`src/fpMulPkg.sv`:
```
// Shared formats, width types and stage payloads for the single-precision multiplier
`default_nettype none

package fpMulPkg;

    // ====================
    // IEEE single format
    // ====================
    localparam int ExpWidth  = 8;
    localparam int FracWidth = 23;
    // Fraction plus hidden one
    localparam int SigWidth  = FracWidth + 1;
    localparam int ExpBias   = 127;

    // One packed single: sign, exponent, fraction
    typedef logic [ExpWidth+FracWidth:0] floatT;
    typedef logic [SigWidth-1:0] sigT;
    typedef logic [2*SigWidth-1:0] prodT;
    // Two guard bits, so eA + eB - bias stays in range
    typedef logic signed [ExpWidth+1:0] expSumT;

    // ====================
    // Stage payloads
    // ====================
    // Stage 1 out, operands split and exponents summed
    typedef struct packed {
        logic   sign;
        logic   isZero;
        sigT    sigA;
        sigT    sigB;
        expSumT expSum;
    } unpackedT;

    // Stage 2 out, raw significand product plus carried fields
    typedef struct packed {
        logic   sign;
        logic   isZero;
        expSumT expSum;
        prodT   prod;
    } productT;

endpackage

`default_nettype wire

```
`src/fpNormalizer.sv`:
```
// Stage 3 of the multiplier: normalizes the product, range-checks the exponent, packs the result
`default_nettype none

module fpNormalizer (
    input  wire logic              clk,
    input  wire logic              rst_i,
    input  wire logic              valid_i,
    input  wire fpMulPkg::productT stage_i,
    output logic                   valid_o,
    output fpMulPkg::floatT        result_o
);

    // Product MSB, set when sig product is in [2, 4)
    localparam int TopBit = 2 * fpMulPkg::SigWidth - 1;
    // Largest biased exponent, reserved for infinity
    localparam fpMulPkg::expSumT ExpMax = fpMulPkg::expSumT'((1 << fpMulPkg::ExpWidth) - 1);

    logic [fpMulPkg::FracWidth-1:0] fracNorm;
    fpMulPkg::expSumT               expAdj;
    fpMulPkg::floatT                nextResult;

    // ====================
    // Normalize
    // ====================
    always_comb begin
        if (stage_i.prod[TopBit]) begin
            // One bit to the right, drop bit 47 as hidden one
            fracNorm = stage_i.prod[TopBit-1 -: fpMulPkg::FracWidth];
            expAdj   = stage_i.expSum + fpMulPkg::expSumT'(1);
        end else begin
            // Already in [1, 2), bit 46 is the hidden one
            fracNorm = stage_i.prod[TopBit-2 -: fpMulPkg::FracWidth];
            expAdj   = stage_i.expSum;
        end
    end

    // ====================
    // Range and pack
    // ====================
    always_comb begin
        if (stage_i.isZero || (expAdj < fpMulPkg::expSumT'(1))) begin
            // Flushed input or underflow, signed zero
            nextResult = {stage_i.sign, {(fpMulPkg::ExpWidth + fpMulPkg::FracWidth){1'b0}}};
        end else if (expAdj >= ExpMax) begin
            // Overflow, signed infinity
            nextResult = {stage_i.sign, {fpMulPkg::ExpWidth{1'b1}},
                          {fpMulPkg::FracWidth{1'b0}}};
        end else begin
            // Truncated, fraction bits below are simply dropped
            nextResult = {stage_i.sign, expAdj[fpMulPkg::ExpWidth-1:0], fracNorm};
        end
    end

    // Output register
    always_ff @(posedge clk) begin
        if (rst_i) begin
            valid_o <= 1'b0;
        end else begin
            valid_o <= valid_i;
        end
    end

    always_ff @(posedge clk) begin
        result_o <= nextResult;
    end

    // Two normalized significands multiply into [1, 4)
    // so the KOA result must have one of its top two bits set
    assert property (@(posedge clk) disable iff (rst_i)
                     (valid_i && !stage_i.isZero)
                     |-> (stage_i.prod[TopBit] || stage_i.prod[TopBit-1]))
        else $error("unnormalizable significand product %h", stage_i.prod);

endmodule

`default_nettype wire

```
`config.mk`:
```
export PLATFORM = sky130hd
export DESIGN_NAME = fpNormalizer
export DESIGN_NICKNAME = d
export VERILOG_FILES = /design/src/fpMulPkg.sv /design/src/fpNormalizer.sv
export SDC_FILE = /design/constraint.sdc
export NUM_CORES = 1
export LEC_CHECK = 0
export BUFFER_PORTS_ARGS = -buffer_cell sky130_fd_sc_hd__buf_4
export CAP_MARGIN = 5
export CELL_PAD_IN_SITES_DETAIL_PLACEMENT = 0
export CELL_PAD_IN_SITES_GLOBAL_PLACEMENT = 1
export CORE_ASPECT_RATIO = 1.1
export CORE_MARGIN = 8
export CORE_UTILIZATION = 35
export CTS_CLUSTER_SIZE = 25
export DETAILED_ROUTE_END_ITERATION = 10
export PLACE_DENSITY = 0.85
export SYNTH_ARGS = -nofsm -noshare
export SYNTH_HDL_FRONTEND = slang
export SYNTH_SLANG_ARGS = --single-unit
export TNS_END_PERCENT = 50
```
`constraint.sdc`:
```
create_clock -name clk -period 4.5 [get_ports clk]
set_clock_uncertainty 0.1 [all_clocks]
set_input_delay 0.45 -clock clk [delete_from_list [all_inputs] [get_ports clk]]
set_output_delay 0.45 -clock clk [all_outputs]
set_load 0.01 [all_outputs]
```
### Word level (Yosys, flattened, before mapping)

Cells that the tools add are included.

| storage, ports and cells | value |
|---|---|
| flip-flop bits (word level) | 33 |
| bits of input ports | 63 |
| output and inout bits | 33 |
| word-level logic and storage cells | 12 |

| cells by class | value |
|---|---|
| add/subtract/negate cells | 1 |
| order comparisons | 2 |
| muxes and demuxes | 3 |
| reduce and logical (&&, ||, !) cells | 2 |

Operators with widths:

| cell | number |
|---|---|
| 31-bit two-way mux | 1 |
| 23-bit two-way mux | 1 |
| 10-bit by 2-bit adder with 10-bit output (second input constant) | 1 |
| 10-bit by 9-bit >= comparator with 1-bit output (second input constant) | 1 |
| 10-bit by 2-bit < comparator with 1-bit output (second input constant) | 1 |
| 10-bit two-way mux | 1 |
| 2-bit OR reduction | 1 |
| 1-bit logical OR | 1 |

### Longest topological paths before layout

| depth | value |
|---|---|
| depth after elaboration | 5 |
| depth in mapped cells | 8 |

### Least setup slack after synthesis

OpenSTA, ideal clock, no wires.

| path | value |
|---|---|
| path kind | input-to-reg |
| start point | input stage_i[48] (netlist name) |
| end point | register result_o[19] |
| library setup time | 118 ps |
| data arrival time | 1,997 ps |
| required time | 4,282 ps |
| setup slack | 2,285 ps |
| stages | 7 |
| buffers on the path | 2 |
| path through | ha_1 -> buf_4 -> o32a_1 -> o21a_1 -> a2111oi_4 -> buf_6 -> nor4b_1 |

| between the ends | value |
|---|---|
| cells in the longest elaborated chain, start to end | 5 |

Ends and longest elaborated chain:

| what | RTL line | RTL |
|---|---|---|
| from (decl) | fpNormalizer.sv:8 | `input wire fpMulPkg::productT stage_i,` |
| 10-bit by 2-bit adder with 10-bit output | fpNormalizer.sv:29 | `expAdj = stage_i.expSum + fpMulPkg::expSumT'(1);` |
| 10-bit two-way mux * | fpNormalizer.sv:26 | `if (stage_i.prod[TopBit]) begin` |
| 10-bit by 2-bit < comparator with 1-bit output | fpNormalizer.sv:41 | `if (stage_i.isZero \|\| (expAdj < fpMulPkg::expSumT'(1))) begin` |
| 1-bit logical OR | fpNormalizer.sv:41 |  |
| 2-bit OR reduction (no line) * | - |  |
| to (signal assigned) | fpNormalizer.sv:64 | `result_o <= nextResult;` |
| to (decl) | fpNormalizer.sv:10 | `output fpMulPkg::floatT result_o` |

Every way passes the cells marked *; elsewhere a longest branch is shown, timed or not.
A chain may end at the register's enable or synchronous reset.

### Worst setup path after layout

| path | value |
|---|---|
| start point | input stage_i[48] (netlist name) |
| end point | register result_o[23] |

| between the ends | value |
|---|---|
| cells in the longest elaborated chain, start to end | 4 |

Ends and longest elaborated chain:

| what | RTL line |
|---|---|
| 10-bit by 2-bit adder with 10-bit output | fpNormalizer.sv:29 |
| 10-bit two-way mux * | fpNormalizer.sv:26 |
| 10-bit by 9-bit >= comparator with 1-bit output or 10-bit by 2-bit < comparator with 1-bit output (tied branches) | fpNormalizer.sv:44, fpNormalizer.sv:41 |
| 31-bit two-way mux or 1-bit logical OR (tied branches) | fpNormalizer.sv:44, fpNormalizer.sv:41 |

Marks and branches as above.

==> results.cfg <==
[outcome]
status = finished, final reports clean

[cells_and_area]
drive_gt1_frac = 0.409
fin_nets = 294
syn_to_final_growth_pct = 33.3
antenna_cells = 0
fillers = 494

[timing]
hold_viol_final = 0
tns_ns = 0
max_freq_mhz = 343
rsz0062_at_grt = no
setup_slack_ns = 1.58
period_share = 0.648
setup_viol = 0
drv_slew = 0
fin_crit_ns = 2.92
worstMarginPinSlew_ns = 1.12
maxSlewHeadroom = 0.249

[clock_tree]
cts_setup_buffers = 0
clock_sinks = 33
post_cts_resized = 0
htree_levels = 2
numCtsBuffers = 5
cts_buffer_depth = 2
cts_root_buffer = clkbuf_8
holdBufCountCts = 0
cts_tree = yes
path_clk_slew_ns = 0.06

[grt]
grt_pass1_wl_um = 7160
antenna_found_initial = 0
grt_start_max_net_pins = 36
grt_pass1_vias = 1473
overflow = 0
grt_use_total = 0.111

[yosys]
yosysUniqueCellTypes = 41
syn-num-nets = 233
syn-instance-count = 169
ys_seq_area_frac = 0.376
synth_edf_count = 0
synth_seq_cells = 33
synthArstFlopShare = 0
yosys_most_used_dff = dfxtp_1
yosysWarnings = 0
synth_area_mm2 = 0.00176
avgSynthCellArea_um2 = 10.4

[pwr]
power_density_mw_per_mm2 = 279
p_leak_uw = 0.00100
ir_worst_vdd_mv = 0.170

[critical_path]
worstSetupPathType = primary input to flop
cp_data_arrival_time_ns = 2.92
end_kind = flop
critPathMaxFanout = 26
cp-start-kind = primary input
crit_required_ns = 4.51

[floorplanning]
coreArea_mm2 = 0.00493
rows = 27
die_h_um = 90.4
start_util = 0.357
dieArea_mm2 = 0.00755
die_x_um = 83.6
ios = 96

[detailed_routing]
first_pass_iters = 2
wl_per_cell_um = 15.2
via_per_inst = 5.06
dr.first_iter.drc_count = 77
vias = 1457
routed_wl_um = 4370
postRouteAntennaNets = 0
remaining_drc_errors = 0

[place]
gp_congestion = 0.776
port_buffers = 72
place_ws_ns = 1.28
hpwl_um = 3170

[worst_hold_path]
whs_path_depth = 1
min_path_type = primary input to flop

[flow_run]
max-cap-violations = 0
==> per-stage QoR <==
| step | instances | hold slack (ns) | utilization | total power, µW | instance area [µm²] |
|---|---|---|---|---|---|
| final | 288 | 0.175 | 0.475 | 654 | 2340 |
| after CTS | 288 | 0.169 | 0.475 | 663 | 2340 |
| after global placement | 281 | 0.455 | 0.458 | 440 | 2260 |
| after global routing | 288 | 0.158 | 0.475 | 691 | 2340 |
| after detailed placement | 281 | 0.456 | 0.458 | 441 | 2260 |
| after floorplan | 169 | 0.378 | - | 390 | 1760 |
==> cells by family (layout without fill, tap and decap cells) <==
family                     after synthesis  in the layout  synth area share
xor gates and xnor gates                12             12            0.0597
adders and majority gates                1              1           0.00711
DFF                                     33             33             0.376
buffers and inverters                   22             83            0.0818
muxes                                   24             24             0.137
AOI/OAI and AO/OA                       21             21            0.0903
and+or+nand+nor                         56             56             0.249
==> layout make-up <==
class                           count  area (µm²)  area share
Timing Repair Buffer               74         556       0.237
Sequential cell                    33         661       0.282
Clock buffer                        7        86.3      0.0368
Inverter                            2        7.51     0.00320
Tap cell                           58        72.6      0.0309
Multi-Input combinational cell    114         962       0.410
==> critical path, cell delays in order <==
cell and delay [ns]:
buf_4 0.14, ha_1 0.37, nand4_1 0.30, o31ai_1 0.40, a31o_1 0.92, buf_4 0.27, a21oi_1 0.05
==> state kept, by name, indices dropped and copies added (netlist names) <==
name	cells
result_o	32
valid_o	1
==> power breakdown <==
| part | switching [µW] | internal [µW] |
|---|---|---|
| clock | 98.7 | 121 |
| sequential | 3.04 | 304 |
| combinational | 60.9 | 66.3 |
| total | 163 | 491 |
==> placed cells by master, fill, tap and decap left out, drive strengths merged, types with 3 or more instances in the layout <==
| cell | count |
|---|---|
| clkbuf | 7 |
| nor2 | 5 |
| mux2i | 24 |
| nand3 | 3 |
| nand4 | 3 |
| a21oi | 7 |
| dfxtp | 33 |
| nor4b | 23 |
| nor4 | 3 |
| buf | 74 |
| xnor2 | 8 |
| nand2 | 9 |
| xor2 | 4 |
==> cells in the mapped netlist (2+ instances only) <==
cell / number / area (µm²)
nor2_1: 5 / 18.8
nor4b_1: 16 / 140
nor4b_2: 7 / 105
mux2i_1: 24 / 240
nor4_1: 2 / 12.5
o21a_1: 2 / 15.0
buf_4: 4 / 30.0
nor3_1: 2 / 10.0
buf_6: 5 / 56.3
dfxtp_1: 33 / 661
clkbuf_1: 4 / 15.0
a21oi_1: 7 / 35.0
nand4_1: 3 / 18.8
nor2b_1: 2 / 12.5
nand2_1: 8 / 30.0
nand3_1: 2 / 10.0
o31ai_1: 2 / 15.0
inv_1: 2 / 7.51
buf_2: 6 / 30.0
xor2_1: 4 / 35.0
xnor2_1: 8 / 70.1
o21ai_0: 2 / 10.0
==> worst paths after layout <==
check | startpoint | end
worst max-delay path | stage_i[48] | result_o[23]
worst min-delay path | stage_i[59] | result_o[31]
==> routing by layer <==
metal | vias to the layer above | wire length (µm) | GRT usage | share of wire
met5 | - | 0 | 0 | 0
met4 | 0 | 64 | 0.0403 | 0.015
met3 | 6 | 296 | 0.0406 | 0.068
met2 | 44 | 2020 | 0.170 | 0.46
met1 | 665 | 1990 | 0.137 | 0.45
li1 | 742 | - | - | -
Note: power is estimated with default switching activity, not from simulation.
