## src/fpMulPkg.sv

```systemverilog
// Shared formats, width types and stage payloads for the single-precision multiplier
`default_nettype none

package fpMulPkg;

    // ====================
    // IEEE single format
    // ====================
    localparam int ExpWidth  = 8;
    localparam int FracWidth = 23;
    // Fraction plus hidden one
    localparam int SigWidth  = FracWidth + 1;
    localparam int ExpBias   = 127;

    // One packed single: sign, exponent, fraction
    typedef logic [ExpWidth+FracWidth:0] floatT;
    typedef logic [SigWidth-1:0] sigT;
    typedef logic [2*SigWidth-1:0] prodT;
    // Two guard bits, so eA + eB - bias stays in range
    typedef logic signed [ExpWidth+1:0] expSumT;

    // ====================
    // Stage payloads
    // ====================
    // Stage 1 out, operands split and exponents summed
    typedef struct packed {
        logic   sign;
        logic   isZero;
        sigT    sigA;
        sigT    sigB;
        expSumT expSum;
    } unpackedT;

    // Stage 2 out, raw significand product plus carried fields
    typedef struct packed {
        logic   sign;
        logic   isZero;
        expSumT expSum;
        prodT   prod;
    } productT;

endpackage

`default_nettype wire

```

## src/fpOperandUnpack.sv

```systemverilog
// Stage 1 of the multiplier: splits both operands and registers sign, zero flag, sigs, exp sum
`default_nettype none

module fpOperandUnpack (
    input  wire logic            clk,
    input  wire logic            rst_i,
    input  wire logic            valid_i,
    input  wire fpMulPkg::floatT opA_i,
    input  wire fpMulPkg::floatT opB_i,
    output fpMulPkg::unpackedT   stage_o,
    output logic                 valid_o
);

    // Sign sits above exponent and fraction
    localparam int SignBit = fpMulPkg::ExpWidth + fpMulPkg::FracWidth;

    logic [fpMulPkg::ExpWidth-1:0] expA;
    logic [fpMulPkg::ExpWidth-1:0] expB;
    fpMulPkg::unpackedT            nextStage;

    // Biased exponent fields
    assign expA = opA_i[fpMulPkg::FracWidth +: fpMulPkg::ExpWidth];
    assign expB = opB_i[fpMulPkg::FracWidth +: fpMulPkg::ExpWidth];

    always_comb begin
        nextStage.sign   = opA_i[SignBit] ^ opB_i[SignBit];
        // Exponent zero means zero or denormal, both flushed
        nextStage.isZero = (expA == '0) || (expB == '0);
        // Hidden one in front of the fraction
        nextStage.sigA   = {1'b1, opA_i[fpMulPkg::FracWidth-1:0]};
        nextStage.sigB   = {1'b1, opB_i[fpMulPkg::FracWidth-1:0]};
        // Zero-extended then rebiased once
        nextStage.expSum = fpMulPkg::expSumT'(expA) + fpMulPkg::expSumT'(expB)
                         - fpMulPkg::expSumT'(fpMulPkg::ExpBias);
    end

    // ====================
    // Stage 1 register
    // ====================
    always_ff @(posedge clk) begin
        if (rst_i) begin
            valid_o <= 1'b0;
        end else begin
            valid_o <= valid_i;
        end
    end

    // Payload loads every cycle
    always_ff @(posedge clk) begin
        stage_o <= nextStage;
    end

    // Pipeline comes out of reset empty
    assert property (@(posedge clk) rst_i |=> !valid_o)
        else $error("stage 1 valid high right after reset");

endmodule

`default_nettype wire

```

## config.mk

```make
export PLATFORM = sky130hd
export DESIGN_NAME = fpOperandUnpack
export DESIGN_NICKNAME = d
export VERILOG_FILES = /design/src/fpMulPkg.sv /design/src/fpOperandUnpack.sv
export SDC_FILE = /design/constraint.sdc
export NUM_CORES = 1
export LEC_CHECK = 0
export ABC_AREA = 1
export BUFFER_PORTS_ARGS = -buffer_cell sky130_fd_sc_hd__buf_4
export CORE_MARGIN = 3
export CORE_UTILIZATION = 39
export CTS_BUF_LIST = sky130_fd_sc_hd__clkbuf_16
export DETAILED_ROUTE_END_ITERATION = 12
export GPL_TIMING_DRIVEN = 0
export PLACE_DENSITY = 0.74
export SYNTH_ARGS = -nofsm -noshare
export SYNTH_HDL_FRONTEND = slang
export SYNTH_SLANG_ARGS = --single-unit
```

## constraint.sdc

```tcl
create_clock -name clk -period 3.98 [get_ports clk]
set_clock_uncertainty 0.2 [all_clocks]
set_input_delay 0.398 -clock clk [delete_from_list [all_inputs] [get_ports clk]]
set_output_delay 0.398 -clock clk [all_outputs]
set_load 0.03 [all_outputs]
```

# [Yosys cells after proc, flatten, opt, wreduce, memory -nomap -nowiden]
# Index checks and enable logic that the tools add are counted.
[totals] reg_bits=59 inputBits=67 word_cells=12
[classes] n_reduce_logical=3 n_bitwise=1 addsub=2
[ops] cell="$logic_not 8->1" n=2
[ops] cell="$sub 9x7->10 const B" n=1
[ops] cell="$add 8x8->9" n=1
[ops] cell="$logic_or 1x1->1" n=1
[ops] cell="$xor 1x1->1" n=1

# [Logic depth before layout (Yosys ltp)]
# Gate-level depths: netlist of run 1.
[logic_depth] depth_word=2 ltp_mapped=11 depth_no_buf=11

# [Worst setup path before layout of run 1]
# No wires, ideal clock.
[synth_path] path_type="input -> register" start="in opA_i[24]" end="reg stage_o[7] (netlist bit)" path_stages=9 required_ns=3.668 setup_slack_ns=2.037 t_arrival_ns=1.630 path_cell_list="ha_1 ha_1 fa_1 nand2_1 nand2_1 nand3b_1 nand2_1 nand2_1 nand2_1"
[synth_lines] element="from (decl)" line_no="fpOperandUnpack.sv:8" rtl="input wire fpMulPkg::floatT opA_i,"
[synth_lines] element="to (signal assigned)" line_no="fpOperandUnpack.sv:50" rtl="stage_o <= nextStage;"
[synth_lines] element="to (decl)" line_no="fpOperandUnpack.sv:10" rtl="output fpMulPkg::unpackedT stage_o,"

==> metrics.md, run 1 <==
| Metric | Value |
|---|---|
| CTS buffer count | `9` |
| Leak | `1.78 nW` |
| Fin crit period | `between 1500 and 2000 ps` |
| Max_cap viols | `0` |
| Status | `finished, final reports clean` |
| CTS root buf | `clkbuf_16` |
| CTS H-Tree Depth | `3` |
| Final nets | `415` |
| Mapped Area | `1740 sq um` |
| Max Transition Viols Final | `0` |
| Initial drt markers | `95` |
| Worst setup EP type | `register` |
| WL final | `about 7000 um` |
| # fillers | `around 210` |
| IO Count | `about 130` |
| Largest net degree at the start of global routing | `10` |
| Synthesis-to-layout area growth | `100%` |
| Power Total | `1.74 mW` |
| Crit Path Max Fanout | `2` |
| Critical Path RT | `approximately 4000 ps` |
| HPWL Detailed | `between 3000 and 4000 um` |
| Worst hold slack | `50.9 ps` |
| Synth Warn # | `0` |
| Final TNS setup | `0 ps` |
| Cell area power density | `499 nW/um^2` |
| GPL Wtd Cong | `between 0.7 and 0.8` |
| Remaining routing DRC violations | `0` |
| Pre-CTS setup slack | `1820 ps` |
| CTS tree | `yes` |
| Worst Slack Setup Final | `between 2000 and 2500 ps` |
| Crit path DAT | `1870 ps` |
| Most common cell in the synthesized netlist | `dfxtp_1` |
| DR pass1 iterations | `4` |
| Per-cell routed wire length | `around 18 um` |
| RSZ-0062 raised after global routing | `false` |
| Synth cell count leaders | `59 x dfxtp_1, 22 x nand2_1, 15 x ha_1` |
| Final period util | `0.467` |
| Share of the synthesized area in the top cell type | `0.679` |
| Seq cells post-synth | `59` |
| Initial antenna violation count | `0` |
| Hold Vio Cnt, Final | `0` |
| Synth unique cells | `22` |
| EDFF count, synth | `0` |
| Max VDD drop | `375 uV` |
| HP Class | `in -> reg` |
| CTS clk-pin slew, worst paths | `roughly 50 ps` |
| Avg Inst Size Synth | `~12 sq um` |
| Overflow after GRT | `0` |
| Final number of setup-violating endpoints | `0` |
| Synth area leader | `dfxtp_1` |
| Post-synthesis sequential area ratio | `0.679` |
| Die Y-Extent | `roughly 73 um` |
| Clock sink total | `59` |
| Die footprint | `5300 sq um` |
| Die width | `~73 um` |
| Vias in the first global route | `1817` |
| Top cells by area, synth | `dfxtp_1 68%, ha_1 11%, nand2_1 4.7%` |
| I/O Buffers | `125` |
| Max Clk Rate | `538 MHz` |
| Fraction of layout cells with a size suffix above 1 | `0.438` |
| Tot GR Track Use | `0.276` |
| Synthesized instance count | `~150` |
| Initial core utilization | `0.420` |
| WS Path Type | `in -> reg` |
| Core Footprint | `just over 4000 sq um` |
| CP Launch Type | `primary input` |
| Via count | `~1700` |
| Post-synth ARST share | `0` |
| PostCTS Resize Cnt | `0` |
| Via-to-Cell Ratio | `roughly 4.5` |
| Primary FF master, synth | `dfxtp_1` |
| Row count | `23` |
| Clk buf depth | `2` |
| Ant diodes | `0` |
| First-pass GRT wire length | `10400 um` |
| Routed Antenna Nets | `0` |
[stage by stage]
stage	utilization	area, sq um	std cells
finish	0.840	3480	386
floorplan	-	1740	150
global route	0.840	3480	386
CTS	0.840	3480	386
global placement	0.662	2740	325
detailed placement	0.662	2740	325
[metal layers]
layer | vias to the layer above | share of wire | global-route usage | wire, um
met4 | 0 | 0.021 | 0.129 | 146
met2 | 90 | 0.50 | 0.459 | 3500
met3 | 10 | 0.078 | 0.0826 | 548
met5 | - | 0 | 0 | 0
met1 | 802 | 0.40 | 0.325 | 2790
li1 | 827 | - | - | -
[cell type report]
class / instances / area, sq um / area share
well taps: 50 / 62.6 / 0.0180
clock buffers: 9 / 225 / 0.0647
multi-input cells: 74 / 490 / 0.141
plain buffers: 2 / 15.0 / 0.00431
repair buffers: 171 / 1400 / 0.402
inverters: 15 / 56.3 / 0.0162
flip-flops and latches: 59 / 1180 / 0.339
clock inverters: 6 / 51.3 / 0.0147
[cells by family (layout without fill, tap and decap cells)]
family          Yosys count  in the layout  share of synthesized area
other cells               1              2                    0.00216
fa+ha+maj                16             16                      0.119
compound gates            4              4                     0.0115
xor+xnor                  4              4                     0.0201
flops                    59             59                      0.679
simple gates             48             48                      0.127
buf+inv                  17            203                     0.0410
[worst max-delay path, stage by stage]
cell and delay [ps]:
buf_4 120, ha_1 290, ha_1 230, fa_1 400, nand2_1 90, nand2_1 70, nand3b_1 110, nand2_1 60
nand2_1 60, nand2_1 40
[placed cells by master (no fill, tap or decap), types with 3 or more instances in the layout]
cell,count
nor2_1,10
clkbuf_16,9
dfxtp_1,59
nand3_1,5
buf_4,127
ha_1,15
inv_1,16
nand2_2,3
nand2_1,22
dlygate4sd3_1,46
[power by group]
group	switching [mW]	internal, mW	total [mW]
Clock	0.243	0.470	0.713
Sequential	0.0171	0.641	0.658
Combinational	0.200	0.165	0.366
[flip-flops by register name, summed over array words and instances (netlist names)]
name and flops:
stage_o 58, valid_o 1
[final timing paths]
path	cells after the start	endpoint	startpoint
max	10	stage_o[7]	opA_i[24]
min	2	valid_o	rst_i
[timing repair]
action                                  4_1_cts  5_1_grt
endpoints found under the setup margin        0        0
buffers inserted                              0        0
hold endpoints to repair                     46        0
hold buffers                                 46        0
Power figures use the tool's default switching activity.
==> run 2: changes to the inputs <==
--- a/config.mk
+++ b/config.mk
@@ -5,14 +5,14 @@
 export SDC_FILE = /design/constraint.sdc
 export NUM_CORES = 1
 export LEC_CHECK = 0
-export ABC_AREA = 1
+export ABC_AREA = 0
 export BUFFER_PORTS_ARGS = -buffer_cell sky130_fd_sc_hd__buf_4
 export CORE_MARGIN = 3
-export CORE_UTILIZATION = 39
+export CORE_UTILIZATION = 38
 export CTS_BUF_LIST = sky130_fd_sc_hd__clkbuf_16
 export DETAILED_ROUTE_END_ITERATION = 12
 export GPL_TIMING_DRIVEN = 0
-export PLACE_DENSITY = 0.74
+export PLACE_DENSITY = 0.73
 export SYNTH_ARGS = -nofsm -noshare
 export SYNTH_HDL_FRONTEND = slang
 export SYNTH_SLANG_ARGS = --single-unit
==> constraint.sdc (replaced) <==
create_clock -name clk -period 1.8 [get_ports clk]
set_clock_uncertainty 0.2 [all_clocks]
set_input_delay 0.18 -clock clk [delete_from_list [all_inputs] [get_ports clk]]
set_output_delay 0.18 -clock clk [all_outputs]
set_load 0.03 [all_outputs]
==> run 2 against run 1 <==
Sequential power up 120%. Non-clock buffer count rose by 13. First-iteration DRC count decreased by 36%. Combinational power up 130%.
==> metrics.md, run 2 <==
| Metric | Value |
|---|---|
| Ant diodes | `0` |
| WHS Endpoint | `stage_o[1]` |
| Status | `finished, final reports clean` |
| Largest reg by FF count | `stage_o` |
| Avg Inst Size Synth | `approximately 14 sq um` |
| CTS H-Tree Depth | `3` |
| Synth Warn # | `0` |
| Crit Path Max Fanout | `2` |
| Final number of setup-violating endpoints | `0` |
| Overflow after GRT | `0` |
| Clk buf depth | `2` |
| WL final | `6980 um` |
| Max incr delay on CP | `about 600 ps` |
| Vias in the first global route | `between 1500 and 2000` |
| Via-to-Cell Ratio | `~4.5` |
| Hold Vio Cnt, Final | `0` |
| Remaining routing DRC violations | `0` |
| # Post-CTS Setup Buffers | `0` |
| # fillers | `roughly 210` |
| Tot GR Track Use | `0.269` |
| IO Count | `between 100 and 150` |
| Cell area power density | `1060 nW/um^2` |
| Largest regs | `stage_o (58), valid_o (1)` |
| Post-synthesis sequential area ratio | `0.703` |
| Fraction of layout cells with a size suffix above 1 | `0.461` |
| CTS clk-pin slew, worst paths | `approximately 50 ps` |
| CTS tree | `yes` |
| Synthesis-to-layout area growth | `112%` |
| Max Transition Viols Final | `0` |
| Synth area leader | `dfxtp_1` |
| Worst setup EP type | `register` |
| Power Total | `3.79 mW` |
| Critical Path RT | `between 1500 and 2000 ps` |
| Largest net degree at the start of global routing | `11` |
| Share of the synthesized area in the top cell type | `0.703` |
| Seq cells post-synth | `59` |
| Mapped Area | `between 1500 and 2000 sq um` |
| Post-Place Cells | `298` |
| Crit path DAT | `~1800 ps` |
| CP Launch Type | `primary input` |
| EDFF count, synth | `0` |
| Most frequent cells in the layout | `127 x buf_4, 59 x dlygate4sd3_1, 59 x dfxtp_1` |
| Row count | `23` |
| Clock sink total | `between 50 and 60` |
| Die footprint | `approximately 5300 sq um` |
| CTS root buf | `clkbuf_16` |
| CP delay by family, top | `buffers and inverters` |
| Post-synth ARST share | `0` |
| Hold path depth | `3` |
| Hold_sp | `opB_i[24]` |
| Initial core utilization | `0.405` |
| Routed Antenna Nets | `0` |
| DR pass1 iterations | `4` |
| Synth unique cells | `23` |
| CP bufs+invs | `3` |
| Max Clk Rate | `577 MHz` |
| CTS buffer count | `9` |
| Placed inst area | `about 2700 sq um` |
| Crit-path slowest cell | `dlygate4sd3_1` |
| Most common cell after layout, fill and taps aside | `buf_4` |
| Die width | `72.5 um` |
| I/O Buffers | `around 130` |
| Max VDD drop | `around 580 uV` |
| Per-cell routed wire length | `about 19 um` |
| Max reg flops | `a little under 60` |
| WS Path Type | `in -> reg` |
| Synth cell count leaders | `59 x dfxtp_1, 15 x ha_1, 9 x inv_1` |
| Most common cell in the synthesized netlist | `dfxtp_1` |
| HPWL Detailed | `around 3700 um` |
| Synthesized instance count | `between 100 and 150` |
| CP Cell Sequence | `buf_4 > dlygate4sd3_1 > nor4_2 > dlygate4sd3_1 > nand2_1 > nand2_1` |
| Final period util | `0.963` |
| Final non-filler cell total | `~370` |
| Via count | `between 1500 and 2000` |
| Worst Slack Setup Final | `between 60 and 70 ps` |
| Die Y-Extent | `72.5 um` |
| Primary FF master, synth | `dfxtp_1` |
| Top cells by area, synth | `dfxtp_1 70%, ha_1 11%, inv_1 2.0%` |
| Fin crit period | `around 1700 ps` |
| First-pass GRT wire length | `between 10000 and 15000 um` |
| RSZ-0062 raised after global routing | `false` |
| Max_cap viols | `0` |
| Core Footprint | `a little over 4000 sq um` |
| Final instance area | `3560 sq um` |
| Fin util | `0.859` |
| Initial antenna violation count | `0` |
| Final nets | `between 400 and 500` |
| Leak | `1.76 nW` |
| HP Class | `in -> reg` |
| Pre-CTS setup slack | `-235 ps` |
| Initial drt markers | `just over 60` |
| GPL Wtd Cong | `approximately 0.73` |
## run 2: power breakdown
group	leakage, nW	total, mW	internal, mW	switching [mW]
clock	0.127	1.49	0.909	0.582
sequential	0.497	1.46	1.42	0.0387
combinational	1.13	0.836	0.393	0.443
## run 2: cell families after synthesis
| kind of cell | Yosys count | share of synthesized area |
|---|---|---|
| compound gates | 15 | 0.0700 |
| simple gates | 14 | 0.0409 |
| other cells | 1 | 0.00223 |
| xor+xnor | 6 | 0.0313 |
| fa+ha+maj | 16 | 0.124 |
| buf+inv | 11 | 0.0290 |
| flops | 59 | 0.703 |
## run 2: worst min-delay path, cell delays in order
cell and delay, ps:
buf_4 90, ha_1 120, ha_2 150
## run 2: repair_timing
item,in CTS,in global routing
hold buffers,59,0
gates resized for setup,0,3
endpoints found under the setup margin,0,2
endpoints found under the hold margin,50,0
## run 2: layout make-up
type / instances / area (sq um) / area share
plain buffers: 2 / 15.0 / 0.00422
clock buffers: 9 / 225 / 0.0633
clock inverters: 7 / 36.3 / 0.0102
inverters: 9 / 33.8 / 0.00949
multi-input cells: 53 / 475 / 0.134
flip-flops and latches: 59 / 1180 / 0.332
well taps: 50 / 62.6 / 0.0176
repair buffers: 184 / 1530 / 0.430
## run 2: metrics by stage
step	hold slack (ps)	TNS [ps]
CTS	6.97	0
detailed placement	85.7	-720
global placement	84.5	-721
global route	90.0	0
finish	61.7	0
floorplan	7.72	0
## run 2: worst max-delay path by stage
stage	startpoint	endpoint	slack (ps)	depth (start not counted)
floorplan	opA_i[24]	stage_o[7]	20	7
CTS	opA_i[24]	stage_o[7]	100	8
global route	opA_i[25]	stage_o[58]	20	6
finish	opB_i[29]	stage_o[58]	70	6
detailed placement	opA_i[24]	stage_o[7]	-230	8
global placement	opA_i[24]	stage_o[9]	-230	8
## run 2: layer usage
metal | track usage | wire, um | vias to the layer above
met5 | 0 | 0 | -
met4 | 0.0635 | 77 | 0
met3 | 0.0942 | 586 | 11
met2 | 0.471 | 3530 | 90
met1 | 0.316 | 2780 | 772
li1 | - | - | 797
==> run 3: changes to the inputs <==
--- a/config.mk
+++ b/config.mk
@@ -7,7 +7,6 @@
 export LEC_CHECK = 0
 export ABC_AREA = 0
 export BUFFER_PORTS_ARGS = -buffer_cell sky130_fd_sc_hd__buf_4
-export CORE_MARGIN = 3
 export CORE_UTILIZATION = 38
 export CTS_BUF_LIST = sky130_fd_sc_hd__clkbuf_16
 export DETAILED_ROUTE_END_ITERATION = 12
==> run 3 against run 2 <==
Die area fell by 11%. Largest cell class unchanged. Worst setup slack got worse by 5.8 ps. Non-clock buffer count fell by 1. Critical endpoint is now stage_o[9].
==> metrics.md, run 3 (synthesized netlist as in run 2, its figures left out) <==
| Metric | Value |
|---|---|
| Via-to-Cell Ratio | `roughly 4.5` |
| Crit Path Max Fanout | `3` |
| Stages on the worst setup path | `8` |
| Max Transition Viols Final | `0` |
| Via count | `between 1500 and 2000` |
| Max VDD drop | `841 uV` |
| Max incr delay on CP | `slightly below 400 ps` |
| Power Internal | `about 2.8 mW` |
| CTS clk-pin slew, worst paths | `50 ps` |
| CP Launch Type | `primary input` |
| Final period util | `0.966` |
| IO Count | `between 100 and 150` |
| First-pass GRT wire length | `~9000 um` |
| Crit path DAT | `1790 ps` |
| Routed Antenna Nets | `0` |
| Status | `finished, final reports clean` |
| Fin crit period | `1740 ps` |
| Per-cell routed wire length | `17.4 um` |
| Net Sw Frac | `0.265` |
| Comb power frac | `0.214` |
| Largest regs | `stage_o (58), valid_o (1)` |
| # Post-CTS Setup Buffers | `0` |
| WHS Endpoint | `stage_o[0]` |
| Crit-path slowest cell | `fa_2` |
| WL final | `around 6400 um` |
| CTS buffer count | `9` |
| NetSw | `~1.0 mW` |
| Remaining routing DRC violations | `0` |
| Ant diodes | `0` |
| Worst Slack Setup Final | `around 60 ps` |
| Worst setup EP type | `register` |
| Pre-CTS setup slack | `-224 ps` |
| CP delay by family, top | `adder cells` |
| Clock Power Share | `0.410` |
| I/O Buffers | `125` |
| Clk buf depth | `2` |
| Die footprint | `4690 sq um` |
| Sequential power share | `0.376` |
| WS Path Type | `in -> reg` |
| DR pass1 iterations | `4` |
| Largest net degree at the start of global routing | `10` |
| Max Clk Rate | `about 570 MHz` |
| Die width | `~69 um` |
| Clock sink total | `between 50 and 60` |
| Power Total | `roughly 3.9 mW` |
| Synthesis-to-layout area growth | `111%` |
| Final TNS setup | `0 ps` |
| Max reg flops | `58` |
| Post-Place Cells | `298` |
| CTS H-Tree Depth | `3` |
| Core Footprint | `around 4100 sq um` |
| Initial core utilization | `0.408` |
| HP Class | `in -> reg` |
| Row count | `23` |
| Final number of setup-violating endpoints | `0` |
| Initial antenna violation count | `0` |
| Fraction of layout cells with a size suffix above 1 | `0.453` |
| Final non-filler cell total | `370` |
| Most frequent cells in the layout | `127 x buf_4, 59 x dfxtp_1, 58 x dlygate4sd3_1` |
| GPL Wtd Cong | `about 0.69` |
| Cell mode on critical path | `ha_1` |
| CTS tree | `yes` |
| Hold path depth | `4` |
| Most common cell after layout, fill and taps aside | `buf_4` |
| Overflow after GRT | `0` |
| Critical Path RT | `about 1900 ps` |
| Cell area power density | `1090 nW/um^2` |
| Hold_sp | `opB_i[23]` |
| Final nets | `400` |
| CP Cell Sequence | `buf_4 > ha_1 > ha_1 > fa_2 > a21oi_2 > o22ai_1 > o21a_1 > nor2_1` |
| CP bufs+invs | `1` |
| Max_cap viols | `0` |
| CTS root buf | `clkbuf_16` |
| Worst hold slack | `~18 ps` |
| Vias in the first global route | `~1700` |
| Hold Vio Cnt, Final | `0` |
| RSZ-0062 raised after global routing | `false` |
| Initial drt markers | `65` |
| HPWL Detailed | `around 3300 um` |
| Die Y-Extent | `just under 70 um` |
| Leak | `between 1.5 and 2 nW` |
| Largest reg by FF count | `stage_o` |
| Tot GR Track Use | `0.285` |
## run 3: cell types whose count changed in the layout (fill, tap and decap cells not counted), sizes merged
cell,previous run,this run
dlygate4sd3,59,58
inv,10,9
clkinvlp,2,0
bufinv,0,1
## run 3: layout make-up
| type | instances | area [sq um] |
|---|---|---|
| tap | 50 | 62.6 |
| fill | 181 | 566 |
| clock buffer | 9 | 225 |
| timing repair buffer | 183 | 1520 |
| multi-input combinational | 53 | 467 |
| clock inverter | 5 | 46.3 |
| buffer | 2 | 15.0 |
| inverter | 9 | 33.8 |
| sequential | 59 | 1180 |
## run 3: what timing repair did
| item | 4_1_cts | 5_1_grt |
|---|---|---|
| gates resized for setup | 0 | 1 |
| hold buffers | 58 | 0 |
| endpoints found under the setup margin | 0 | 1 |
| endpoints found under the hold margin | 49 | 0 |
## run 3: worst max-delay path by stage
| stage | start | to | slack, ps |
|---|---|---|---|
| 2_1_floorplan | opA_i[24] | stage_o[7] | 20 |
| 3_3_place_gp | opA_i[24] | stage_o[9] | -240 |
| 3_5_place_dp | opA_i[24] | stage_o[7] | -220 |
| 4_1_cts | opA_i[24] | stage_o[9] | 100 |
| 5_1_grt | opA_i[24] | stage_o[9] | 2 |
| 6_report | opA_i[24] | stage_o[9] | 60 |
## run 3: power groups by stage
stage / clock network, mW / logic, mW / registers (mW)
after floorplan: 0 / 0.155 / 1.70
after global placement: 0 / 0.694 / 1.47
after detailed placement: 0 / 0.699 / 1.47
after CTS: 1.59 / 0.804 / 1.45
after global routing: 1.66 / 0.876 / 1.46
final: 1.59 / 0.827 / 1.46
## run 3: metal layers
metal	routed length, um	global-route usage
met2	2970	0.463
met4	144	0.115
met1	2720	0.330
met5	0	0
met3	590	0.120
## run 3: per-stage QoR
| step | cell area, sq um | util |
|---|---|---|
| after floorplan | 1690 | - |
| after global placement | 2690 | 0.654 |
| after detailed placement | 2690 | 0.654 |
| after CTS | 3540 | 0.861 |
| after global routing | 3550 | 0.863 |
| final | 3550 | 0.863 |
